<file path="src/hw/rename_pkg.sv">
// ####################
// rename package: register counts, widths and index types
// ####################

package rename_pkg;

    localparam int ways      = 4;   // rename and commit width
    localparam int arch_regs = 32;
    localparam int phys_regs = 64;

    localparam int arch_bits = $clog2(arch_regs);
    localparam int prf_bits  = $clog2(phys_regs);

    // architectural register number
    typedef logic [arch_bits-1:0] arch_idx_t;

    // physical register number
    typedef logic [prf_bits-1:0]  prf_idx_t;

    typedef logic [ways-1:0]      way_mask_t;   // one bit per way

endpackage

</file>
<file path="src/hw/rename_control.sv">
// ####################
// rename control: in-order grant against free-register supply
// ####################

`timescale 1ns/10ps

module rename_control (
    input  rename_pkg::way_mask_t                        rename_req,
    input  rename_pkg::prf_idx_t [rename_pkg::ways-1:0]  cand_prf,
    input  rename_pkg::way_mask_t                        cand_valid,
    input  logic                                         except,
    output rename_pkg::way_mask_t                        grant,
    output rename_pkg::prf_idx_t [rename_pkg::ways-1:0]  alloc_prf,
    output logic                                         stall
);

    logic [1:0] taken;      // candidates used by lower ways
    logic       in_order;   // cleared once a requested way is refused

    always_comb begin
        taken     = '0;
        in_order  = 1'b1;
        grant     = '0;
        alloc_prf = '0;
        for (int i = 0; i < rename_pkg::ways; i++) begin
            if (rename_req[i] && !except) begin
                if (in_order && cand_valid[taken]) begin
                    grant[i]     = 1'b1;
                    alloc_prf[i] = cand_prf[taken];   // k-th granted way takes candidate k
                    taken        = taken + 2'd1;
                end else begin
                    in_order = 1'b0;   // higher ways wait behind this one
                end
            end
        end
        stall = !except && ((rename_req & ~grant) != '0);
    end

endmodule

</file>
<file path="config.mk">
export PLATFORM = sky130hd
export DESIGN_NAME = rename_control
export DESIGN_NICKNAME = d
export VERILOG_FILES = /design/src/hw/rename_pkg.sv /design/src/hw/rename_control.sv
export SDC_FILE = /design/constraint.sdc
export NUM_CORES = 1
export LEC_CHECK = 0
export ABC_AREA = 0
export BUFFER_PORTS_ARGS = -buffer_cell sky130_fd_sc_hd__buf_4
export CAP_MARGIN = 20
export CORE_MARGIN = 10
export CORE_UTILIZATION = 30
export DETAILED_ROUTE_END_ITERATION = 7
export GPL_TIMING_DRIVEN = 0
export PLACE_DENSITY = 0.74
export SLEW_MARGIN = 20
export SYNTH_ARGS = -nofsm -noshare
export SYNTH_HDL_FRONTEND = slang
export SYNTH_SLANG_ARGS = --single-unit
export TNS_END_PERCENT = 5
</file>
<file path="constraint.sdc">
create_clock -name vclk -period 6.4
set_input_delay 1.28 -clock vclk [all_inputs]
set_output_delay 1.28 -clock vclk [all_outputs]
set_load 0.01 [all_outputs]
</file>
Word-level counts from Yosys, hierarchy flattened
Cells that the tools add are included.
{"block": "op_classes", "add_sub_neg": 2, "n_lt_le_gt_ge": 3, "n_mux": 39, "bitwise": 2, "n_reduce_logical": 10}
{"op": "6-bit 2-to-1 mux", "count": 11}
{"op": "6-bit binary-select mux with 2-bit select", "count": 3}
{"op": "1-bit 2-to-1 mux", "count": 18}
{"op": "2-bit by 3-bit < comparator with 1-bit output, second input constant", "count": 3}
{"op": "1-bit logical AND", "count": 8}
{"op": "2-bit 2-to-1 mux", "count": 4}
{"op": "1-bit binary-select mux with 2-bit select", "count": 3}
{"op": "2-bit by 1-bit adder with 2-bit output, second input constant", "count": 2}
{"op": "4-bit AND", "count": 1}
{"op": "4-bit NOT", "count": 1}
{"op": "4-bit nonzero test", "count": 1}
{"op": "1-bit zero test", "count": 1}
{"block": "word_totals", "regBits": 0, "out_inout_bits": 29, "elab_cells": 56}

Longest topological paths before layout
{"block": "logic_depth", "depth_word": 22, "depth_mapped": 8, "mapped_depth_nobuf": 6}

Worst setup path before layout
Ideal clock, no wire load.
{"block": "synth_path", "kind": "input-to-output", "startpoint": "input port rename_req[1]", "endpoint": "output port alloc_prf[18] in the netlist's numbering", "arrival_ns": 2.637, "t_required_ns": 5.120, "setup_slack_ns": 2.483, "path_stages": 7, "path_buffers": 2, "cell_sequence": "buf_6 or2_2 o2111a_1 a21oi_4 buf_6 nand2_1 a311oi_1"}
{"item": "start: declaration", "line_no": "rename_control.sv:8", "text": "input rename_pkg::way_mask_t rename_req,"}
{"item": "end: declaration", "line_no": "rename_control.sv:13", "text": "output rename_pkg::prf_idx_t [rename_pkg::ways-1:0] alloc_prf,"}

==> flow_metrics.tcl <==
set metrics [dict create \
    drt_first_pass_iters 4 \
    grt_pass1_wl_um 5278 \
    power-per-cell-area_mw_per_mm2 55.27 \
    antenna_found_initial 0 \
    final_nets 215 \
    synth_seq_area_share 0 \
    worst-slew-pin-transition_ns 0.3676 \
    path_cells "buf_4 > and2b_1 > buf_2 > o2111a_1 > a21o_2 > nand2_1 > a311oi_1 > buf_4" \
    hpwl_um 2915 \
    io_buffer_count 62 \
    cp-end-kind "output pin" \
    num_antenna_cells 0 \
    fmax_mhz 237.9 \
    p_sw_uw 34.95 \
    gp_congestion 0.8651 \
    die_w_um 70.40 \
    drt_wl_total_um 3386 \
    drtIter0Drc 52 \
    hold_depth 3 \
    status "finished, final reports clean" \
    core_area_mm2 0.002455 \
    synth_warnings 0 \
    dieArea_mm2 0.004955 \
    post_cts_buffers 0 \
    hp-start "except" \
    multi_input_area_um2 674.4 \
    regArea_um2 0 \
    internal-power_uw 34.96 \
    ant_nets 0 \
    wl_per_cell_um 16.12 \
    seq_cell_count 0 \
    avgSynthCellArea_um2 6.457 \
    cpMaxStageDelayCell "o2111a_1" \
    num_rows 18 \
    cts_hold_buf 0 \
    overflow 0 \
    drc_errors 0 \
    slew_headroom 0.7538 \
    p_leak_uw 0.0006483 \
    swShare 0.4999 \
    vias 1155 \
    synthesis.area_um2 762.0 \
    required_ns 5.12 \
    fillCellCount 262 \
    period_minus_slack_ns 4.203 \
    die_y_um 70.40 \
    grt_max_degree 11 \
    p_total_uw 69.91 \
    synthCells 118 \
    startpoint_type "input pin" \
    area_growth_pct 66.01 \
    final_max_slew_viol_count 0 \
    period_share 0.6567 \
    p_comb_frac 1.000 \
    maxCapViolCount 0 \
    hold_end "stall" \
    drive_gt1_frac 0.4556 \
    pwr-share-seq 0 \
    critPathArrivalTime_ns 2.92 \
    max_stage_delay_ns 0.33 \
    vdd_drop_max_mv 0.02756 \
    start_util 0.3104 \
    pwr-share-clk 0 \
    rsz0062_at_grt "no" \
    ctsResizeCount 0 \
    cp_max_fo 10 \
    placed_area_mm2 0.001265 \
    first_global_vias 1163 \
    finalSetupTns_ns 0 \
    finalHoldViolCount 0 \
    routed_via_density 5.500 \
    design_area_mm2 0.001265 \
    globalRouteTotalUtil 0.1184 \
    ios 62 \
    criticalPathCategory "input pin to output pin" \
    crit_top_cell "buf_4" \
    holdCritPathClass "input pin to output pin" \
    n_clock_buffer 0 \
    final_core_util 0.5153 \
    finalSetupViolations 0 \
    synth_nets 151 \
    synth_cell_type_count 41 \
]
==> through the flow <==
step	setup WS, ns	hold WS, ns	std cells
floorplan	2.483	2.604	118
global placement	2.219	2.832	210
detailed placement	2.202	2.835	210
CTS	2.202	2.834	210
global route	2.077	2.857	210
finish	2.197	2.833	210
==> how the worst max path moves through the flow <==
stage | startpoint | cells after the start | endpoint | slack [ns]
finish | except | 8 | alloc_prf[19] | 2.20
global route | except | 9 | alloc_prf[19] | 2.08
CTS | rename_req[1] | 9 | alloc_prf[22] | 2.20
detailed placement | rename_req[1] | 9 | alloc_prf[22] | 2.20
global placement | rename_req[1] | 9 | alloc_prf[22] | 2.22
floorplan | rename_req[1] | 7 | alloc_prf[18] | 2.48
==> power by group through the flow <==
stage               Sequential, uW  Combinational (uW)  Clock (uW)
finish                           0                69.9           0
floorplan                        0                35.2           0
CTS                              0                70.1           0
detailed placement               0                69.8           0
global route                     0                75.8           0
global placement                 0                68.8           0
==> per-layer routing <==
layer,vias to the layer above,wire [um],GRT usage,part of all wire
met5,-,0,0,0
met4,0,17,0.006579,0.0050
met3,2,214,0.01836,0.063
met2,52,1757,0.2226,0.52
met1,536,1397,0.1403,0.41
li1,565,-,-,-
==> cell usage in the layout (no fill, tap or decap), types with 3 or more instances in the layout <==
cell / n
a21oi_1: 10
buf_2: 4
nand3_1: 4
a311oi_1: 5
a211oi_1: 6
buf_6: 3
inv_1: 5
nand2_1: 27
and3_1: 5
mux2i_1: 5
nor2_1: 9
buf_4: 62
a221oi_1: 4
==> cell families (layout without fill, tap and decap cells) <==
kind of cell	count (synthesis)	after routing	synth area share
buffers and inverters	15	77	0.1149
AOI/OAI and AO/OA	38	38	0.4089
and+or+nand+nor	59	59	0.3908
muxes	6	6	0.08538
==> synth_stat cells, drive strengths merged <==
master	number	share of area
nand2	28	0.14
a21oi	11	0.087
nor2	9	0.044
buf	7	0.071
a211oi	6	0.059
inv	6	0.033
a221oi	5	0.066
a311oi	5	0.057
and3	5	0.041
mux2i	5	0.066
nand3	5	0.049
nand3b	3	0.034
nand4	2	0.016
o211ai	2	0.038
o21bai	2	0.025
a2111o	1	0.015
a21o	1	0.011
a31o	1	0.011
a31oi	1	0.0082
and2	1	0.0082
and2b	1	0.0099
and3b	1	0.011
clkbuf	1	0.0066
clkinv	1	0.0049
mux2	1	0.020
nand4b	1	0.011
nor3	1	0.0066
o2111a	1	0.015
o21a	1	0.0099
o21ai	1	0.0066
or2	1	0.0082
or3	1	0.0082
==> critical path: cells and delay by family <==
kind,cells,cell delay (ns)
buf+inv,3,0.53
simple gates,2,0.30
compound gates,3,0.81
==> area by class of cell <==
type                       instances  share of cell area
inverter                           7             0.02275
buffer                             8             0.04649
tap                               30             0.02967
multi-input combinational        103              0.5331
timing repair buffer              62              0.3680
Note: power is estimated with default switching activity, not from simulation.
