File: config.mk
export PLATFORM = sky130hd
export DESIGN_NAME = ready_list_flat
export DESIGN_NICKNAME = d
export VERILOG_FILES = /design/src/hw/rename_pkg.sv /design/src/hw/commit_if.sv /design/src/hw/ready_list.sv /design/src/flat_wrapper.sv
export SDC_FILE = /design/constraint.sdc
export NUM_CORES = 1
export LEC_CHECK = 0
export BUFFER_PORTS_ARGS = -buffer_cell sky130_fd_sc_hd__buf_2
export CAP_MARGIN = 20
export CORE_UTILIZATION = 65
export DETAILED_ROUTE_END_ITERATION = 8
export PLACE_DENSITY = 0.95
export SYNTH_ARGS = -nofsm -noshare
export SYNTH_HDL_FRONTEND = slang
export SYNTH_SLANG_ARGS = --single-unit
export TNS_END_PERCENT = 1
File: constraint.sdc
create_clock -name clock -period 4 [get_ports clock]
set_input_delay 0.8 -clock clock [delete_from_list [all_inputs] [get_ports clock]]
set_output_delay 0.8 -clock clock [all_outputs]
set_load 0.01 [all_outputs]
File: src/hw/rename_pkg.sv
// ####################
// rename package: register counts, widths and index types
// ####################

package rename_pkg;

    localparam int ways      = 4;   // rename and commit width
    localparam int arch_regs = 32;
    localparam int phys_regs = 64;

    localparam int arch_bits = $clog2(arch_regs);
    localparam int prf_bits  = $clog2(phys_regs);

    // architectural register number
    typedef logic [arch_bits-1:0] arch_idx_t;

    // physical register number
    typedef logic [prf_bits-1:0]  prf_idx_t;

    typedef logic [ways-1:0]      way_mask_t;   // one bit per way

endpackage

File: src/hw/commit_if.sv
// ####################
// commit group bus: retiring mappings and the registers they displace
// ####################

`timescale 1ns/10ps

interface commit_if;

    rename_pkg::way_mask_t                         commit_valid;
    rename_pkg::arch_idx_t [rename_pkg::ways-1:0]  commit_arch;
    rename_pkg::prf_idx_t  [rename_pkg::ways-1:0]  commit_prf;   // new rrat mapping
    rename_pkg::prf_idx_t  [rename_pkg::ways-1:0]  commit_old;   // displaced, forwarded in group

    // rrat side, looks up and returns the displaced register
    modport rrat_side (
        input  commit_valid, commit_arch, commit_prf,
        output commit_old
    );

    modport tracker (input commit_valid, commit_arch, commit_prf, commit_old);

endinterface

File: src/hw/ready_list.sv
// ####################
// ready list: one ready bit per physical register
// ####################

`timescale 1ns/10ps

module ready_list (
    input  logic                                          clock,
    input  logic                                          reset,
    input  logic                                          except,
    input  rename_pkg::way_mask_t                         cdb_valid,
    input  rename_pkg::prf_idx_t  [rename_pkg::ways-1:0]  cdb_tag,
    input  rename_pkg::way_mask_t                         grant,
    input  rename_pkg::prf_idx_t  [rename_pkg::ways-1:0]  alloc_prf,
    commit_if.tracker                                     commit,
    input  logic [rename_pkg::phys_regs-1:0]              retire_free,
    input  rename_pkg::prf_idx_t  [rename_pkg::ways-1:0]  src_a_prf,
    input  rename_pkg::prf_idx_t  [rename_pkg::ways-1:0]  src_b_prf,
    output rename_pkg::way_mask_t                         src_a_ready,
    output rename_pkg::way_mask_t                         src_b_ready
);

    logic [rename_pkg::phys_regs-1:0] ready;
    logic [rename_pkg::phys_regs-1:0] ready_next;
    logic [rename_pkg::phys_regs-1:0] ready_rebuild;   // used on exception

    always_comb begin
        ready_next    = ready;
        ready_rebuild = ~retire_free;
        for (int i = 0; i < rename_pkg::ways; i++) begin
            if (grant[i]) ready_next[alloc_prf[i]] = 1'b0;
        end
        for (int i = 0; i < rename_pkg::ways; i++) begin
            if (commit.commit_valid[i]) begin
                ready_next[commit.commit_old[i]]    = 1'b0;
                // track this cycle's retirement changes too
                ready_rebuild[commit.commit_prf[i]] = 1'b1;
                ready_rebuild[commit.commit_old[i]] = 1'b0;
            end
        end
        for (int i = 0; i < rename_pkg::ways; i++) begin
            if (cdb_valid[i]) ready_next[cdb_tag[i]] = 1'b1;   // result written back
        end
    end

    // in-group forwarded sources hit freshly allocated regs, which read not ready
    always_comb begin
        for (int i = 0; i < rename_pkg::ways; i++) begin
            src_a_ready[i] = ready[src_a_prf[i]];
            src_b_ready[i] = ready[src_b_prf[i]];
        end
    end

    always_ff @(posedge clock) begin
        if (reset) begin
            ready <= {{(rename_pkg::phys_regs-rename_pkg::arch_regs){1'b0}},
                      {rename_pkg::arch_regs{1'b1}}};
        end else begin
            ready <= except ? ready_rebuild : ready_next;
        end
    end

endmodule

File: src/flat_wrapper.sv
// flat-port wrapper written by rule: the top's interface ports become plain ports
module ready_list_flat 
  (clock, reset, except, cdb_valid, cdb_tag, grant, alloc_prf, retire_free, src_a_prf, src_b_prf, src_a_ready, src_b_ready, commit_commit_valid, commit_commit_arch, commit_commit_prf, commit_commit_old);
  commit_if commit_i ();
  input  logic clock;
  input  logic reset;
  input  logic except;
  input  rename_pkg::way_mask_t cdb_valid;
  input  rename_pkg::prf_idx_t  [rename_pkg::ways-1:0] cdb_tag;
  input  rename_pkg::way_mask_t grant;
  input  rename_pkg::prf_idx_t  [rename_pkg::ways-1:0] alloc_prf;
  input  logic [rename_pkg::phys_regs-1:0] retire_free;
  input  rename_pkg::prf_idx_t  [rename_pkg::ways-1:0] src_a_prf;
  input  rename_pkg::prf_idx_t  [rename_pkg::ways-1:0] src_b_prf;
  output rename_pkg::way_mask_t src_a_ready;
  output rename_pkg::way_mask_t src_b_ready;
  input wire logic [$bits(commit_i.commit_valid)-1:0] commit_commit_valid;
  input wire logic [$bits(commit_i.commit_arch)-1:0] commit_commit_arch;
  input wire logic [$bits(commit_i.commit_prf)-1:0] commit_commit_prf;
  input wire logic [$bits(commit_i.commit_old)-1:0] commit_commit_old;
  assign commit_i.commit_valid = commit_commit_valid;
  assign commit_i.commit_arch = commit_commit_arch;
  assign commit_i.commit_prf = commit_commit_prf;
  assign commit_i.commit_old = commit_commit_old;
  ready_list u_core (.clock(clock), .reset(reset), .except(except), .cdb_valid(cdb_valid), .cdb_tag(cdb_tag), .grant(grant), .alloc_prf(alloc_prf), .commit(commit_i), .retire_free(retire_free), .src_a_prf(src_a_prf), .src_b_prf(src_b_prf), .src_a_ready(src_a_ready), .src_b_ready(src_b_ready));
endmodule
==> impl_metrics.tcl, run 1 <==
set metrics [dict create \
    status "stopped before the end" \
    lastStage "5_1_grt" \
    error "[ERROR GRT-0116] Global routing finished with congestion. Check the congestion regions in the DRC Viewer." \
    synth_top_area_share_pct 17.7 \
    die_w_um 161 \
    synthArstFlopShare_pct 0 \
    initial_core_util_pct 66.8 \
    root_buffer "clkbuf_16" \
    placed_cells 2403 \
    postCtsHoldBufs 0 \
    die_h_um 161 \
    first_global_vias 23300 \
    num_rows 57 \
    synth_edf_count 0 \
    synth_area_leader_cell "mux4_2" \
    seq_area_frac_synth_pct 7.81 \
    synthDistinctLibCells 88 \
    cts_inserted_buffers 9 \
    synth.avg_cell_area_sq_um 7.98 \
    port_buffers 230 \
    grt_max_degree 32 \
    synthTopCellsByArea "mux4_2 (18%), dfxtp_1 (7.8%), o22ai_1 (6.0%), a22oi_1 (5.2%), o21ai_0 (4.1%)" \
    netlist_area_sq_um 16400 \
    clkSinkCount 64 \
    synthCells 2055 \
    cts.htree.levels 3 \
    grt_overflow_total 94 \
    synth_ff_type "dfxtp_1" \
    place_hpwl_um 63500 \
    syn-num-nets 2298 \
    io_pins 251 \
    yosys_warnings 0 \
    placed_area_sq_um 17100 \
    cts.repair.resized 0 \
    cts_setup_buffers 0 \
    clock_path_buffers 2 \
    grtUsageTotal_pct 70.6 \
    grt_pass1_wl_um 141000 \
    globalplace.congestion 1.46 \
    ys_ff_latch 64 \
]
## metal layers
metal / track usage [%] / overflow
met5: 30.5 / 0
met3: 59.9 / 3
met4: 64.8 / 48
met1: 72.4 / 3
met2: 83.4 / 40
## kinds of logic after synthesis
group	Yosys count	synth area share (%)
DFF	64	7.81
and+or+nand+nor	763	30.0
AOI/OAI and AO/OA	832	36.0
muxes	162	19.9
buffers and inverters	234	6.35
## synth_stat cells, types with 51 or more instances
cell and number:
dfxtp_1 64, a22oi_1 114, o21ai_0 135, a221oi_1 54, mux4_2 129, nand2_1 125
o22ai_1 157, clkbuf_1 127, buf_2 71, o211ai_1 51, a21oi_1 53, nand2b_1 52
nor3_1 65, nand3_1 54, nor2_1 85
## through the flow
| stage | utilization [%] | worst slack (ns) |
|---|---|---|
| 3_5_place_dp | 69.6 | 0.640 |
| 3_3_place_gp | 69.6 | 0.722 |
| 4_1_cts | 70.8 | 0.628 |
| 2_1_floorplan | - | 0.935 |
==> run 2: changes to the inputs <==
--- a/config.mk
+++ b/config.mk
@@ -7,9 +7,9 @@
 export LEC_CHECK = 0
 export BUFFER_PORTS_ARGS = -buffer_cell sky130_fd_sc_hd__buf_2
 export CAP_MARGIN = 20
-export CORE_UTILIZATION = 65
+export CORE_UTILIZATION = 40
 export DETAILED_ROUTE_END_ITERATION = 8
-export PLACE_DENSITY = 0.95
+export PLACE_DENSITY_LB_ADDON = 0.15
 export SYNTH_ARGS = -nofsm -noshare
 export SYNTH_HDL_FRONTEND = slang
 export SYNTH_SLANG_ARGS = --single-unit
==> impl_metrics.tcl, run 2 <==
set metrics [dict create \
    die_w_um 204 \
    num_rows 73 \
    postCtsHoldBufs 0 \
    maxCapViolations 0 \
    power_leakage_uw 0.00548 \
    globalplace.congestion 1.10 \
    regArea_sq_um 1280 \
    wl_met1_um 39500 \
    dieArea_sq_um 41800 \
    slew_viol_final 0 \
    synth_top_area_share_pct 17.7 \
    rsz0062_at_grt "false" \
    io_pins 251 \
    clock_path_buffers 2 \
    antenna_found_initial 14 \
    vias_per_cell 8.15 \
    drt-total-wl_um 108000 \
    netlist_area_sq_um 16400 \
    grt_overflow_total 0 \
    synth_compound_area_share_pct 36.0 \
    max-vdd-ir-drop_uv 209 \
    root_buffer "clkbuf_16" \
    crit_type "in2out" \
    initial_core_util_pct 40.9 \
    cts.repair.resized 0 \
    ys_ff_latch 64 \
    clkSinkCount 64 \
    synthXorXnorAreaFrac_pct 0 \
    yosys.area_share.simple_pct 30.0 \
    nets 2390 \
    hp-class "reg2reg" \
    worstPathArrival_ns 2.60 \
    fin_crit_sh_pct 85.1 \
    cts_tree "built" \
    layout_commonest_cell "buf_2" \
    drc_errors 1 \
    syn-num-nets 2298 \
    power_switching_uw 1650 \
    dr_wl_met2_um 44100 \
    place_hpwl_um 84900 \
    seq_area_frac_synth_pct 7.81 \
    num_vias 21900 \
    finalPower_uw 3450 \
    ant_nets 0 \
    fin_worst_skew_ns 0 \
    synth.most_common_cell "o22ai_1" \
    max-slew-margin-rel_pct 17.2 \
    synthArstFlopShare_pct 0 \
    synthDistinctLibCells 88 \
    max_freq_mhz 294 \
    yosys-top-cells-count "o22ai_1 (157), o21ai_0 (135), mux4_2 (129), clkbuf_1 (127), nand2_1 (125)" \
    start_kind "input pin" \
    top_layer "met5" \
    grtUsageTotal_pct 50.6 \
    dp_slack_ns 0.630 \
    fp.coreArea_sq_um 40100 \
    fillers 4070 \
    holdWs_ns 0.749 \
    p_seq_share_pct 27.2 \
    p_per_area_nw_per_um2 191 \
    die_h_um 204 \
    reg_top3 "u_core.ready x64" \
    yosys_warnings 0 \
    wire_per_inst_um 40.4 \
    synth.avg_cell_area_sq_um 7.98 \
    muxShareOfSynthArea_pct 19.9 \
    cts.htree.levels 3 \
    tns_ns 0 \
    power.clock.fraction_pct 23.8 \
    multi_input_area_sq_um 14100 \
    setup_violations 0 \
    crit_fanout 10 \
    cts_inserted_buffers 9 \
    largest_reg_flops 64 \
    p_comb_share_pct 49.0 \
    drive_gt1_share_pct 25.0 \
    hold_violations 0 \
    grt_max_degree 49 \
    synth_edf_count 0 \
    grt_pass1_wl_um 149000 \
    drt-pass1-iter-count 9 \
    synthTopCellsByArea "mux4_2 (18%), dfxtp_1 (7.8%), o22ai_1 (6.0%), a22oi_1 (5.2%), o21ai_0 (4.1%)" \
    synth-adder-area-share_pct 0 \
    wl_met3_um 15300 \
    violations "design-rule violations" \
    final_cell_area_sq_um 18100 \
    p_int_uw 1800 \
    setup_slack_ns 0.596 \
    cp-end-kind "primary output" \
    largest_register "u_core.ready" \
    placed_area_sq_um 17800 \
    synth_top_family_by_area "compound AO/OA/AOI/OAI gates" \
    status "finished with violations" \
    cts_setup_buffers 0 \
    synth_ff_type "dfxtp_1" \
    drtIter0Drc 3481 \
    layout_common_cells "buf_2 (230), o22ai_1 (157), o21ai_0 (135)" \
    crit_required_ns 3.20 \
    min_period_ns 3.40 \
    port_buffers 230 \
    clk_latency_ns 0.37 \
    switching_share_pct 47.8 \
    worst_pin_slew_ns 1.24 \
    syn_to_final_growth_pct 10.2 \
    first_global_vias 19700 \
    synthCells 2055 \
    synth_area_leader_cell "mux4_2" \
    clk_pin_slew_worst_paths_ns 0.06 \
]
run 2: logic make-up (layout without fill, tap and decap cells):
| group | Yosys count | count (layout) |
|---|---|---|
| and+or+nand+nor | 763 | 763 |
| AOI/OAI and AO/OA | 832 | 832 |
| buffers and inverters | 234 | 331 |
| muxes | 162 | 162 |
| other | 0 | 9 |
| DFF | 64 | 64 |
run 2: power groups by stage:
stage | Combinational [uW] | Sequential [uW] | Clock, uW
after floorplan | 1040 | 767 | 0
after detailed placement | 1610 | 918 | 0
after CTS | 1610 | 904 | 822
after global routing | 1740 | 927 | 843
after global placement | 1590 | 915 | 0
final | 1690 | 941 | 822
run 2: layout make-up:
cell class                      count  share of cell area [%]
Multi-Input combinational cell   1757                    77.9
Clock inverter                      6                   0.242
Sequential cell                    64                    7.09
Clock buffer                       10                    1.32
Inverter                           11                   0.228
Antenna cell                        9                   0.125
Timing Repair Buffer              304                    9.44
Tap cell                          525                    3.63
run 2: path summary, 6_finish.rpt:
| kind | cells past startpoint | start | end | slack [ns] |
|---|---|---|---|---|
| worst max register to register | 4 | u_core.ready[50] | u_core.ready[50] | 1.49 |
| worst min register to register | 2 | u_core.ready[3] | u_core.ready[3] | 0.75 |
| worst max-delay path | 8 | src_a_prf[18] | src_a_ready[3] | 0.60 |
| worst min-delay path | 2 | u_core.ready[3] | u_core.ready[3] | 0.75 |
run 2: worst max-delay path: stages:
cell and delay, ns:
buf_2 0.24, buf_4 0.28, mux4_2 0.51, mux2i_1 0.28, nand2_1 0.11, a21oi_1 0.14
nor4_1 0.07, buf_2 0.15
run 2: per-layer routing:
metal	up-vias	GRT usage, %
li1	8895	-
met1	10400	61.8
met2	2071	73.2
met3	485	17.9
met4	12	36.1
met5	-	0.357
run 2: stage by stage:
step	utilization, %	cells
6_report	45.1	2686
5_1_grt	45.0	2677
4_1_cts	45.0	2676
3_5_place_dp	44.3	2660
3_3_place_gp	44.3	2660
2_1_floorplan	-	2055
No activity file was read; power rests on OpenSTA's default activity.
==> run 3: changes to the inputs <==
--- a/config.mk
+++ b/config.mk
@@ -5,7 +5,7 @@
 export SDC_FILE = /design/constraint.sdc
 export NUM_CORES = 1
 export LEC_CHECK = 0
-export BUFFER_PORTS_ARGS = -buffer_cell sky130_fd_sc_hd__buf_2
+export BUFFER_PORTS_ARGS = -buffer_cell sky130_fd_sc_hd__clkbuf_2
 export CAP_MARGIN = 20
 export CORE_UTILIZATION = 40
 export DETAILED_ROUTE_END_ITERATION = 8
==> impl_metrics.tcl, run 3 (synthesized netlist as in run 2, its figures left out) <==
set metrics [dict create \
    status "finished, final reports clean" \
    initial_core_util_pct 40.9 \
    cts_tree "built" \
    reg2reg_depth 4 \
    first_global_vias 19700 \
    maxCapViolations 0 \
    crit_path_end "src_a_ready[3]" \
    setup_violations 0 \
    start_kind "input pin" \
    worst_pin_slew_ns 1.16 \
    layout_commonest_cell "clkbuf_2" \
    cts_setup_buffers 0 \
    cp-end-kind "primary output" \
    wl_met1_um 39900 \
    ant_nets 0 \
    r2r-end "u_core.ready[48]" \
    dieArea_sq_um 41800 \
    wire_per_inst_um 40.5 \
    clk_latency_ns 0.37 \
    max-vdd-ir-drop_uv 217 \
    hp-class "reg2reg" \
    startpoint "src_a_prf[18]" \
    reg_top3 "u_core.ready x64" \
    slew_viol_final 0 \
    grtUsageTotal_pct 50.3 \
    drive_gt1_share_pct 24.8 \
    vias_per_cell 8.26 \
    cts_inserted_buffers 9 \
    tns_ns 0 \
    power_leakage_uw 0.00551 \
    worstPathArrival_ns 2.62 \
    p_per_area_nw_per_um2 196 \
    clk_pin_slew_worst_paths_ns 0.06 \
    num_rows 73 \
    layout_common_cells "clkbuf_2 (230), o22ai_1 (157), o21ai_0 (135)" \
    setup_slack_ns 0.575 \
    final_cell_area_sq_um 18000 \
    drtIter0Drc 4009 \
    globalplace.congestion 1.13 \
    syn_to_final_growth_pct 10.1 \
    dp_slack_ns 0.584 \
    cts.htree.levels 3 \
    clock_path_buffers 2 \
    root_buffer "clkbuf_16" \
    port_buffers 230 \
    grt_pass1_wl_um 149000 \
    antenna_found_initial 7 \
    r2r_slack_ns 1.61 \
    wl_met3_um 14600 \
    grt_overflow_total 0 \
    die_h_um 204 \
    place_hpwl_um 84500 \
    rsz0062_at_grt "false" \
    crit_required_ns 3.20 \
    largest_reg_flops 64 \
    io_pins 251 \
    fin_crit_sh_pct 85.6 \
    cts.repair.resized 0 \
    drc_errors 0 \
    crit_fanout 9 \
    placed_cells 2654 \
    num_vias 22100 \
    fin_worst_skew_ns 0 \
    fillers 4029 \
    rr_startpoint "u_core.ready[48]" \
    finalPower_uw 3530 \
    max_freq_mhz 292 \
    placed_area_sq_um 17700 \
    hold_violations 0 \
    max-slew-margin-rel_pct 22.8 \
    clkSinkCount 64 \
    nets 2383 \
    fp.coreArea_sq_um 40100 \
    die_w_um 204 \
    drt-total-wl_um 108000 \
    drt-pass1-iter-count 6 \
    dr_wl_met2_um 45200 \
    largest_register "u_core.ready" \
    fin_cells 2674 \
    postCtsHoldBufs 0 \
    crit_type "in2out" \
    grt_max_degree 26 \
    top_layer "met5" \
    min_period_ns 3.42 \
]
==> run 3: worst max-delay path, cell delays in order <==
cell,delay [ns]
clkbuf_2,0.32
mux4_2,0.56
mux2i_1,0.24
nor2_1,0.07
a2111oi_0,0.38
nor4_1,0.11
clkbuf_2,0.14
==> run 3: worst min path at each step <==
stage | startpoint | endpoint | slack [ns] | cells past startpoint
final | u_core.ready[10] | u_core.ready[10] | 0.78 | 2
after global routing | u_core.ready[10] | u_core.ready[10] | 0.78 | 2
after CTS | u_core.ready[2] | u_core.ready[2] | 0.75 | 2
after detailed placement | u_core.ready[2] | u_core.ready[2] | 0.74 | 2
after global placement | u_core.ready[2] | u_core.ready[2] | 0.73 | 2
after floorplan | u_core.ready[53] | u_core.ready[53] | 0.53 | 2
==> run 3: cell type report <==
class / count / area (sq um) / area share, %
Sequential cell: 64 / 1280 / 7.10
Clock inverter: 4 / 53.8 / 0.298
Clock buffer: 11 / 253 / 1.40
Multi-Input combinational cell: 1757 / 14100 / 78.1
Antenna cell: 5 / 12.5 / 0.0693
Timing Repair Buffer: 297 / 1650 / 9.17
Inverter: 11 / 41.3 / 0.229
Tap cell: 525 / 657 / 3.64
==> run 3: report_power, final <==
part / internal (uW) / switching [uW] / total, uW
Sequential: 688 / 253 / 941
Clock: 516 / 388 / 904
Combinational: 672 / 1010 / 1690
==> run 3: metal layers <==
metal  vias to the layer above  track usage [%]
met3                       426             14.1
met5                         -             2.02
li1                       8875                -
met1                     10700             63.7
met2                      2082             74.0
met4                         4             33.1
==> run 3: metrics by stage <==
step | util [%] | hold slack [ns]
floorplan | - | 0.530
global placement | 44.2 | 0.728
detailed placement | 44.2 | 0.745
CTS | 45.0 | 0.754
global route | 45.0 | 0.783
finish | 45.0 | 0.783
