==> src/hw/rename_pkg.sv <==
// ####################
// rename package: register counts, widths and index types
// ####################

package rename_pkg;

    localparam int ways      = 4;   // rename and commit width
    localparam int arch_regs = 32;
    localparam int phys_regs = 64;

    localparam int arch_bits = $clog2(arch_regs);
    localparam int prf_bits  = $clog2(phys_regs);

    // architectural register number
    typedef logic [arch_bits-1:0] arch_idx_t;

    // physical register number
    typedef logic [prf_bits-1:0]  prf_idx_t;

    typedef logic [ways-1:0]      way_mask_t;   // one bit per way

endpackage

==> src/hw/commit_if.sv <==
// ####################
// commit group bus: retiring mappings and the registers they displace
// ####################

`timescale 1ns/10ps

interface commit_if;

    rename_pkg::way_mask_t                         commit_valid;
    rename_pkg::arch_idx_t [rename_pkg::ways-1:0]  commit_arch;
    rename_pkg::prf_idx_t  [rename_pkg::ways-1:0]  commit_prf;   // new rrat mapping
    rename_pkg::prf_idx_t  [rename_pkg::ways-1:0]  commit_old;   // displaced, forwarded in group

    // rrat side, looks up and returns the displaced register
    modport rrat_side (
        input  commit_valid, commit_arch, commit_prf,
        output commit_old
    );

    modport tracker (input commit_valid, commit_arch, commit_prf, commit_old);

endinterface

==> src/hw/free_list.sv <==
// ####################
// free list: speculative and retirement free vectors
// offers the four lowest speculatively free registers
// ####################

`timescale 1ns/10ps

module free_list (
    input  logic                                          clock,
    input  logic                                          reset,
    input  logic                                          except,
    input  rename_pkg::way_mask_t                         grant,
    input  rename_pkg::prf_idx_t  [rename_pkg::ways-1:0]  alloc_prf,
    commit_if.tracker                                     commit,
    output rename_pkg::prf_idx_t  [rename_pkg::ways-1:0]  cand_prf,
    output rename_pkg::way_mask_t                         cand_valid,
    output logic [rename_pkg::phys_regs-1:0]              retire_free
);

    localparam int spare_regs = rename_pkg::phys_regs - rename_pkg::arch_regs;

    logic [rename_pkg::phys_regs-1:0] spec_free;
    logic [rename_pkg::phys_regs-1:0] spec_next;
    logic [rename_pkg::phys_regs-1:0] retire_next;
    logic [2:0]                       found;   // candidates picked so far

    // lowest-first scan
    always_comb begin
        found      = '0;
        cand_prf   = '0;
        cand_valid = '0;
        for (int r = 0; r < rename_pkg::phys_regs; r++) begin
            if (spec_free[r] && found < 3'(rename_pkg::ways)) begin
                cand_prf[found[1:0]]   = rename_pkg::prf_idx_t'(r);
                cand_valid[found[1:0]] = 1'b1;
                found                  = found + 3'd1;
            end
        end
    end

    always_comb begin
        spec_next   = spec_free;
        retire_next = retire_free;
        for (int i = 0; i < rename_pkg::ways; i++) begin
            if (grant[i]) begin
                spec_next[alloc_prf[i]] = 1'b0;
            end
        end
        // per way in order, so a same-group overwrite frees the earlier way's reg
        for (int i = 0; i < rename_pkg::ways; i++) begin
            if (commit.commit_valid[i]) begin
                spec_next[commit.commit_old[i]]   = 1'b1;
                retire_next[commit.commit_prf[i]] = 1'b0;
                retire_next[commit.commit_old[i]] = 1'b1;
            end
        end
    end

    always_ff @(posedge clock) begin
        if (reset) begin
            spec_free   <= {{spare_regs{1'b1}}, {rename_pkg::arch_regs{1'b0}}};
            retire_free <= {{spare_regs{1'b1}}, {rename_pkg::arch_regs{1'b0}}};
        end else begin
            retire_free <= retire_next;
            spec_free   <= except ? retire_next : spec_next;
        end
    end

    for (genvar i = 0; i < rename_pkg::ways; i++) begin : g_alloc_chk
        // control must only hand out registers this list still holds
        assert property (@(posedge clock) disable iff (reset)
            grant[i] |-> spec_free[alloc_prf[i]])
            else $error("free_list: way %0d allocated busy register %0d", i, alloc_prf[i]);
    end

endmodule

==> src/flat_wrapper.sv <==
// flat-port wrapper written by rule: the top's interface ports become plain ports
module free_list_flat 
  (clock, reset, except, grant, alloc_prf, cand_prf, cand_valid, retire_free, commit_commit_valid, commit_commit_arch, commit_commit_prf, commit_commit_old);
  commit_if commit_i ();
  input  logic clock;
  input  logic reset;
  input  logic except;
  input  rename_pkg::way_mask_t grant;
  input  rename_pkg::prf_idx_t  [rename_pkg::ways-1:0] alloc_prf;
  output rename_pkg::prf_idx_t  [rename_pkg::ways-1:0] cand_prf;
  output rename_pkg::way_mask_t cand_valid;
  output logic [rename_pkg::phys_regs-1:0] retire_free;
  input wire logic [$bits(commit_i.commit_valid)-1:0] commit_commit_valid;
  input wire logic [$bits(commit_i.commit_arch)-1:0] commit_commit_arch;
  input wire logic [$bits(commit_i.commit_prf)-1:0] commit_commit_prf;
  input wire logic [$bits(commit_i.commit_old)-1:0] commit_commit_old;
  assign commit_i.commit_valid = commit_commit_valid;
  assign commit_i.commit_arch = commit_commit_arch;
  assign commit_i.commit_prf = commit_commit_prf;
  assign commit_i.commit_old = commit_commit_old;
  free_list u_core (.clock(clock), .reset(reset), .except(except), .grant(grant), .alloc_prf(alloc_prf), .commit(commit_i), .cand_prf(cand_prf), .cand_valid(cand_valid), .retire_free(retire_free));
endmodule
==> config.mk <==
export PLATFORM = sky130hd
export DESIGN_NAME = free_list_flat
export DESIGN_NICKNAME = d
export VERILOG_FILES = /design/src/hw/rename_pkg.sv /design/src/hw/commit_if.sv /design/src/hw/free_list.sv /design/src/flat_wrapper.sv
export SDC_FILE = /design/constraint.sdc
export NUM_CORES = 1
export LEC_CHECK = 0
export BUFFER_PORTS_ARGS = -buffer_cell sky130_fd_sc_hd__buf_2
export CAP_MARGIN = 10
export CORE_ASPECT_RATIO = 1.4
export CORE_UTILIZATION = 32
export DETAILED_ROUTE_END_ITERATION = 6
export HOLD_SLACK_MARGIN = 0.05
export PLACE_DENSITY = 0.55
export RECOVER_POWER = 25
export REMOVE_ABC_BUFFERS = 1
export SYNTH_ARGS = -nofsm -noshare
export SYNTH_HDL_FRONTEND = slang
export SYNTH_SLANG_ARGS = --single-unit
export TNS_END_PERCENT = 50
==> constraint.sdc <==
create_clock -name clock -period 55.7 [get_ports clock]
set_clock_uncertainty 0.15 [all_clocks]
set_input_delay 2.785 -clock clock [delete_from_list [all_inputs] [get_ports clock]]
set_output_delay 2.785 -clock clock [all_outputs]
set_load 0.1 [all_outputs]
[After elaboration in Yosys (flattened, before gate mapping)]
Index checks and enable logic that the tools add are counted.
Word-level totals
  logic and storage cells: 1165
  register bits after elaboration: 128
Operators by class
  mux-type cells: 479
  bitwise logic cells: 271
  add/subtract/negate cells: 62
  magnitude comparators: 213
  reductions and logical operators: 138
Operators with widths (number)
  two-way mux 24 bit: 62
  two-way mux 64 bit: 13
  demux 6 bit (select 2 bit): 63
  bitwise AND 64 bit: 8
  NOT 64 bit: 8
  bitwise OR 64 bit: 8
  two-way mux 6 bit: 63
  bitwise OR 4 bit: 66
  two-way mux 4 bit: 63
  bitwise AND 12 bit: 20
  bitwise AND 16 bit: 15
  NOT 12 bit: 20
  NOT 16 bit: 15
  bitwise OR 12 bit: 20
  bitwise OR 16 bit: 15
  less-than comparator 2 x 3 -> 1 bit, second input constant: 62
  less-than comparator 3 bit, second input constant: 62
  two-way mux 3 bit: 62
  adder 3 x 1 -> 3 bit, second input constant: 61
  logical AND 1 bit: 138
  demux 1 bit (select 2 bit): 63
  greater-or-equal comparator 2 x 1 -> 1 bit, second input constant: 62
  bitwise AND 8 bit: 15
  NOT 8 bit: 15
  17 further kinds: 164

[Depth between registers and ports, before layout]
Gate-level depths: netlist of run 1.
  word-level depth: 193
  depth in mapped cells: 224
  mapped depth without buffers: 217

[Worst setup path before layout of run 1]
Ideal clock, no wire load.
  path kind: register -> output
  start point: register u_core.spec_free[2] in the netlist's numbering
  end point: output port cand_valid[1]
  stages on the path, launching flop included: 207
  buffers on the path: 9
  arrival: 46135 ps
  path slack: 6630 ps
  cell sequence: dfxtp_1 clkbuf_1 inv_1 o21ai_0 ha_1 inv_1 ha_1 a32oi_1 clkbuf_1 nand2_1 xnor2_1 inv_1 ha_1 inv_1 a22o_1 nand2_1 o21a_1 ha_1 (+171 left out) ha_1 mux2_2 o31a_1 ha_1 nand2_1 o21ai_0 ha_1 inv_1 a21oi_1 a21o_1 inv_1 ha_1 and2_1 nor2_1 nand3_1 nor3_1 nand4_1 or2_1
Between the ends
  cells in the longest elaborated chain, start to end: 188
  elaborated cells between the ends (all ways): 672
Ends and longest elaborated chain
  start: declaration: RTL line free_list.sv:22  | logic [rename_pkg::phys_regs-1:0] spec_free;
  start signal: assignment: RTL line free_list.sv:61  | spec_free <= {{spare_regs{1'b1}}, {rename_pkg::arch_regs{1'b0}}};
  start signal: assignment: RTL line free_list.sv:65  | spec_free <= except ? retire_next : spec_next;
  logical AND 1 bit (*): RTL line free_list.sv:33  | if (spec_free[r] && found < 3'(rename_pkg::ways)) begin
  two-way mux 3 bit: RTL line free_list.sv:33
  less-than comparator 3 bit: RTL line free_list.sv:33
  logical AND 1 bit: RTL line free_list.sv:33
  two-way mux 3 bit: RTL line free_list.sv:33
  less-than comparator 3 bit: RTL line free_list.sv:33
  logical AND 1 bit: RTL line free_list.sv:33
  two-way mux 3 bit: RTL line free_list.sv:33
  (+172 left out)
  logical AND 1 bit: RTL line free_list.sv:33
  two-way mux 3 bit: RTL line free_list.sv:33
  less-than comparator 2 x 3 -> 1 bit (not written as such) or greater-or-equal comparator 2 x 1 -> 1 bit (tied branches): RTL line free_list.sv:35  | cand_valid[found[1:0]] = 1'b1;
  logical AND 1 bit (not written as such): RTL line free_list.sv:35
  two-way mux 1 bit (not written as such): RTL line free_list.sv:35
  demux 1 bit (select 2 bit)
  bitwise OR 4 bit (no source line)
  two-way mux 4 bit (*): RTL line free_list.sv:33
  end: declaration: RTL line flat_wrapper.sv:11  | output rename_pkg::way_mask_t cand_valid;
Every way passes the cells marked *; elsewhere a longest branch is shown, timed or not.

[Worst setup path after layout of run 1]
  start point: register u_core.spec_free[2] in the netlist's numbering
  end point: output port cand_valid[0]
The elaborated chain is that of the path after synthesis.

==> impl_metrics.csv, run 1 <==
group,metric,value,unit
routing,vias,29861,
critical_path,r2r_start,"u_core.spec_free[49]$_SDFF_PP1_",
critical_path,cpMostUsedCell,"ha_1",
floorplanning,io_pins,195,
critical_path,cp-end-kind,"primary output",
global_routing,grt_pass1_vias,28105,
cells_and_area,seqCellArea,2560,µm²
clock_tree,cts_tree,"yes",
global_routing,grt_max_degree,78,
critical_path,required,52.76,ns
cells_and_area,finalNetCount,4119,
timing,slew_violations,0,
placement,io_buffers,174,
critical_path,crit_type,"flop to primary output",
floorplanning,placementRows,117,
critical_path,rr_worst_depth,6,
worst_hold_path,whs_path_depth,2,
cells_and_area,fillers,8095,
clock_tree,root_buffer,"clkbuf_16",
logic_synthesis,synth_warnings,0,
global_routing,overflow,0,
timing,hold_violations,0,
global_routing,grt_pass1_wl,191000,µm
timing,max-slew-margin-rel,8.99,%
global_routing,antenna_found_initial,9,
clock_tree,clk_path_buf_depth,2,
timing,rsz0062_at_grt,"no",
cells_and_area,multi_input_area,19600,µm²
clock_tree,hold_buffers,0,
routing,drtPass1Iterations,7,
global_routing,grtUsageTotal,35.0,%
logic_synthesis,synth_top_cell_by_area,"ha_1",
logic_synthesis,synth-seq-cells,128,
critical_path,arrival,49.12,ns
placement,dp_hpwl,108000,µm
placement,globalplace.congestion,1.07,
critical_path,r2r_slack,53.45,ns
clock_tree,htreeDepth,4,
logic_synthesis,synth_commonest_cells,"550 x nand2_1, 348 x nor2_1, 243 x ha_1",
logic_synthesis,synthCells,3558,
clock_tree,cts_buffers,17,
routing,totalWireLength,134000,µm
routing,wire_per_inst,28.4,µm
routing,viasPerCell,6.30,
run_status,status,"finished, violations left",
cells_and_area,drive_above_1_share,13.1,%
logic_synthesis,post-synth-top-count-cell,"nand2_1",
worst_hold_path,hp-class,"flop to flop",
worst_hold_path,min_from,"u_core.spec_free[5]$_SDFF_PP0_",
logic_synthesis,synth-edff-count,0,
critical_path,reg2reg_to,"u_core.spec_free[49]$_SDFF_PP1_",
logic_synthesis,avgSynthCellArea,6.58,µm²
timing,min_period_over_period,93.5,%
clock_tree,clk_pin_slew,0.06,ns
timing,tns,0,ns
floorplanning,dieArea,74300,µm²
timing,setup_viol,0,
logic_synthesis,ys_seq_area_share,10.9,%
critical_path,crit_fanout,13,
floorplanning,fp.dieW,231,µm
critical_path,cpPeakStageDelay,0.70,ns
flow_run,drv_cap,0,
critical_path,startpoint_type,"flop",
run_status,violations,"design-rule violations",
logic_synthesis,synthArstFlopShare,0,%
cells_and_area,area_growth,16.1,%
routing,drc,33,
logic_synthesis,synthTopCellsByArea,"ha_1 13%, dfxtp_1 11%, nand2_1 8.8%",
logic_synthesis,dominantRegCellSynth,"dfxtp_1",
clock_tree,insertion_delay,0.47,ns
timing,period_minus_slack,52.06,ns
critical_path,critPathSlowestCell,"or4_1",
routing,drtAntennaViolNets,0,
logic_synthesis,synth.top_cell.area_share,13.0,%
clock_tree,clock-sinks,128,
logic_synthesis,ys_types,94,
worst_hold_path,hold-path-endpoint,"u_core.spec_free[5]$_SDFF_PP0_",
timing,fmax,0.0192,GHz
floorplanning,initial_core_util,32.3,%
logic_synthesis,syn_area,23400,µm²
floorplanning,core_area,72600,µm²
routing,dr.first_iter.drc_count,3583,
floorplanning,die_h,322,µm
timing,tightest_slew,1.35,ns
-- routing by layer --
layer  vias up  share of wire, %  GRT usage [%]
met3       501               7.8           5.64
li1      13582                 -              -
met1     14038                37           39.6
met5         -             0.042              0
met2      1732                46           58.6
met4         8               9.0           27.4
-- sequential cells by signal (all words and copies together) (netlist names) --
register and flops:
u_core.retire_free 64, u_core.spec_free 64
-- worst max path at each step --
stage | start | to | slack, ns | depth (start not counted)
5_1_grt | u_core.spec_free[0]$_SDFF_PP0_ | cand_valid[0] | 0.18 | 211
4_1_cts | u_core.spec_free[2]$_SDFF_PP0_ | cand_valid[0] | 2.71 | 208
3_5_place_dp | u_core.spec_free[2]$_SDFF_PP0_ | cand_valid[0] | 3.39 | 208
3_3_place_gp | u_core.spec_free[2]$_SDFF_PP0_ | cand_valid[0] | 3.75 | 206
2_1_floorplan | u_core.spec_free[0]$_SDFF_PP0_ | cand_valid[1] | 5.95 | 198
6_report | u_core.spec_free[2]$_SDFF_PP0_ | cand_valid[0] | 3.64 | 207
-- cell families (layout without fill, tap and decap cells) --
group	Yosys count	in the layout	share of synthesized area (%)
buffers and inverters	352	579	5.68
AND/OR/NAND/NOR	1613	1613	33.8
multiplexers	28	28	1.30
AO/OA/AOI/OAI	1118	1118	31.7
adder cells (fa/ha/maj)	244	244	13.1
flip-flops	128	128	10.9
XOR/XNOR	75	75	3.49
other	0	5	0
-- area by class of cell --
type                            instances  share of cell area [%]
Clock inverter                         14                   0.538
Inverter                              167                    2.31
Sequential cell                       128                    9.42
Multi-Input combinational cell       3078                    72.2
Clock buffer                           18                    1.61
Timing Repair Buffer                  380                    9.44
Antenna cell                            5                  0.0460
Tap cell                              952                    4.38
-- cells in the final DEF (no fill, tap or decap), types with 24 or more instances in the layout --
| cell | Yosys | layout |
|---|---|---|
| o2111ai_1 | 26 | 26 |
| buf_4 | 0 | 205 |
| nand4_1 | 40 | 40 |
| and3_1 | 49 | 49 |
| xnor2_1 | 36 | 36 |
| a31oi_1 | 30 | 30 |
| nand3b_1 | 52 | 52 |
| o22ai_1 | 137 | 137 |
| a22oi_1 | 163 | 159 |
| nor3b_1 | 29 | 24 |
| nor2b_1 | 35 | 35 |
| and2_1 | 38 | 38 |
| nor4_1 | 35 | 35 |
| a221oi_1 | 41 | 41 |
| nand3_1 | 157 | 157 |
| nor3_1 | 69 | 60 |
| inv_1 | 163 | 163 |
| o21ai_0 | 232 | 232 |
| a32oi_1 | 27 | 27 |
| or2_2 | 35 | 35 |
| dfxtp_1 | 128 | 128 |
| a21boi_0 | 27 | 27 |
| a211oi_1 | 51 | 51 |
| nor2_1 | 348 | 346 |
| clkbuf_1 | 172 | 55 |
| nand2b_1 | 67 | 67 |
| ha_1 | 243 | 243 |
| a21oi_1 | 203 | 203 |
| xor2_1 | 26 | 26 |
| buf_2 | 6 | 103 |
| nand2_1 | 550 | 550 |
-- timing repair --
action | in CTS | in global routing
setup endpoints to repair | 0 | 28
resized for setup | 0 | 8
buffers inserted | 0 | 2
-- critical path: cells and delay by family, from the launching register on --
family / cells / cell delay [ns]
AO/OA/AOI/OAI: 58 / 13.23
AND/OR/NAND/NOR: 59 / 12.52
adder cells (fa/ha/maj): 43 / 12.02
multiplexers: 15 / 4.58
buffers and inverters: 22 / 3.04
XOR/XNOR: 10 / 2.45
flip-flops: 1 / 0.69
-- through the flow --
step | worst slack, ns | hold slack, ns | util [%] | cell area [µm²] | cells
6_report | 3.64 | 0.503 | 37.5 | 27200 | 4742
2_1_floorplan | 5.95 | 0.340 | - | 22700 | 3373
5_1_grt | 0.183 | 0.518 | 37.4 | 27200 | 4737
4_1_cts | 2.71 | 0.488 | 37.4 | 27200 | 4732
3_3_place_gp | 3.75 | 0.447 | 36.6 | 26600 | 4700
3_5_place_dp | 3.39 | 0.479 | 36.6 | 26600 | 4700
Power of run 1 is left out: the tool's default activity adds up to more than one toggle a clock period on the data nets, which glitch-free logic cannot reach.
==> run 2, diff against run 1 <==
--- a/constraint.sdc
+++ b/constraint.sdc
@@ -4,2 +4,2 @@
 set_output_delay 2.785 -clock clock [all_outputs]
-set_load 0.1 [all_outputs]
+set_load 0.005 [all_outputs]
==> run 2 against run 1 <==
- the flow still finishes with violations (design-rule violations)
- worst setup slack got worse by 0.26 ns
- global-route usage decreased by 0.55 points
- routed wire length decreased by 1.8%
- utilization decreased by 0.30 points
- non-clock buffer count increased by 2
==> impl_metrics.csv, run 2 (synthesized netlist as in run 1, its figures left out) <==
group,metric,value,unit
run_status,status,"finished, violations left",
run_status,violations,"design-rule violations",
placement,placedCellCount,4699,
global_routing,grt_max_degree,69,
flow_run,drv_cap,0,
cells_and_area,mostFrequentLayoutCell,"nand2_1",
global_routing,grtUsageTotal,34.5,%
timing,slew_violations,0,
critical_path,path_delay_family,"simple AND/OR/NAND/NOR gates",
floorplanning,dieArea,74300,µm²
clock_tree,root_buffer,"clkbuf_16",
routing,wire_per_inst,27.8,µm
cells_and_area,final_cell_mix,"550 x nand2_1, 347 x nor2_1, 243 x ha_1",
critical_path,cpPeakStageDelay,0.73,ns
routing,drtAntennaViolNets,0,
clock_tree,clock-sinks,128,
placement,dp_hpwl,105000,µm
timing,min_period_over_period,93.9,%
floorplanning,initial_core_util,32.3,%
routing,vias,30022,
clock_tree,htreeDepth,4,
critical_path,crit_type,"flop to primary output",
critical_path,crit_fanout,13,
critical_path,startpoint_type,"flop",
timing,period_minus_slack,52.32,ns
placement,io_buffers,174,
clock_tree,cts_tree,"yes",
routing,drtPass1Iterations,7,
cells_and_area,drive_above_1_share,13.3,%
clock_tree,insertion_delay,0.48,ns
routing,viasPerCell,6.33,
timing,fmax,0.0191,GHz
routing,totalWireLength,132000,µm
timing,rsz0062_at_grt,"no",
routing,drc,10,
critical_path,critPathSlowestCell,"or4_1",
cells_and_area,fin_cells,4743,
floorplanning,die_h,322,µm
critical_path,arrival,49.39,ns
clock_tree,hold_buffers,0,
cells_and_area,area_growth,15.2,%
routing,dr.first_iter.drc_count,3909,
worst_hold_path,hp-class,"flop to flop",
timing,max-slew-margin-rel,9.00,%
clock_tree,clk_path_buf_depth,2,
critical_path,required,52.76,ns
global_routing,antenna_found_initial,12,
timing,tns,0,ns
cells_and_area,finalNetCount,4121,
critical_path,cp_num_buf_inv,24,
floorplanning,placementRows,117,
timing,tightest_slew,1.36,ns
clock_tree,cts_buffers,17,
global_routing,grt_pass1_vias,28348,
timing,hold_violations,0,
clock_tree,clk_pin_slew,0.06,ns
timing,setup_viol,0,
global_routing,grt_pass1_wl,189000,µm
floorplanning,core_area,72600,µm²
placement,globalplace.congestion,1.07,
floorplanning,fp.dieW,231,µm
cells_and_area,largest_registers,"u_core.retire_free (64), u_core.spec_free (64)",
critical_path,cpMostUsedCell,"ha_1",
floorplanning,io_pins,195,
critical_path,cp-end-kind,"primary output",
global_routing,overflow,0,
critical_path,r2r_slack,53.44,ns
run 2: cell count changes in the layout (fill, tap and decap cells not counted), sizes merged:
cell    delta
buf       +13
clkbuf    -11
inv        -3
clkinv     +2
bufinv     +1
diode      -1
run 2: worst paths after layout:
check	start	end	depth (start not counted)
worst max-delay path	u_core.spec_free[2]$_SDFF_PP0_	cand_valid[0]	212
worst min-delay path	u_core.spec_free[0]$_SDFF_PP0_	u_core.spec_free[0]$_SDFF_PP0_	2
worst max register to register	u_core.spec_free[49]$_SDFF_PP1_	u_core.spec_free[49]$_SDFF_PP1_	6
worst min register to register	u_core.spec_free[0]$_SDFF_PP0_	u_core.spec_free[0]$_SDFF_PP0_	2
run 2: layout make-up:
| cell class | instances | area, µm² |
|---|---|---|
| Timing Repair Buffer | 382 | 2390 |
| Antenna cell | 4 | 10.0 |
| Multi-Input combinational cell | 3078 | 19600 |
| Fill cell | 8089 | 45600 |
| Clock inverter | 14 | 151 |
| Sequential cell | 128 | 2560 |
| Inverter | 167 | 629 |
| Tap cell | 952 | 1190 |
| Clock buffer | 18 | 439 |
run 2: metrics by stage:
| stage | setup WS [ns] | hold WS (ns) | cell area [µm²] | utilization, % |
|---|---|---|---|---|
| 6_report | 3.38 | 0.479 | 27000 | 37.2 |
| 4_1_cts | 3.19 | 0.478 | 26900 | 37.1 |
| 5_1_grt | 0.0307 | 0.534 | 27000 | 37.1 |
| 2_1_floorplan | 7.45 | 0.340 | 22700 | - |
| 3_3_place_gp | 4.12 | 0.438 | 26300 | 36.3 |
| 3_5_place_dp | 3.92 | 0.469 | 26300 | 36.3 |
run 2: what timing repair did:
item | in CTS | in global routing
gates resized for setup | 0 | 3
endpoints found under the setup margin | 0 | 28
setup buffers | 0 | 2
run 2: worst register-to-register path, stage by stage, from the launching register on:
cell and delay [ns]:
dfxtp_1 0.62, o21ai_0 0.18, a221o_1 0.30, a21oi_1 0.36, nor4_1 0.09, a21oi_1 0.33, or2_2 0.17
run 2: per-layer routing:
metal / routed length, µm / global-route usage, % / up-vias
li1: - / - / 13581
met1: 48500 / 38.6 / 14009
met2: 61000 / 57.6 / 1873
met3: 11100 / 6.82 / 545
met4: 11400 / 26.2 / 14
met5: 81 / 0 / -
Power of run 2 is left out for the same reason.
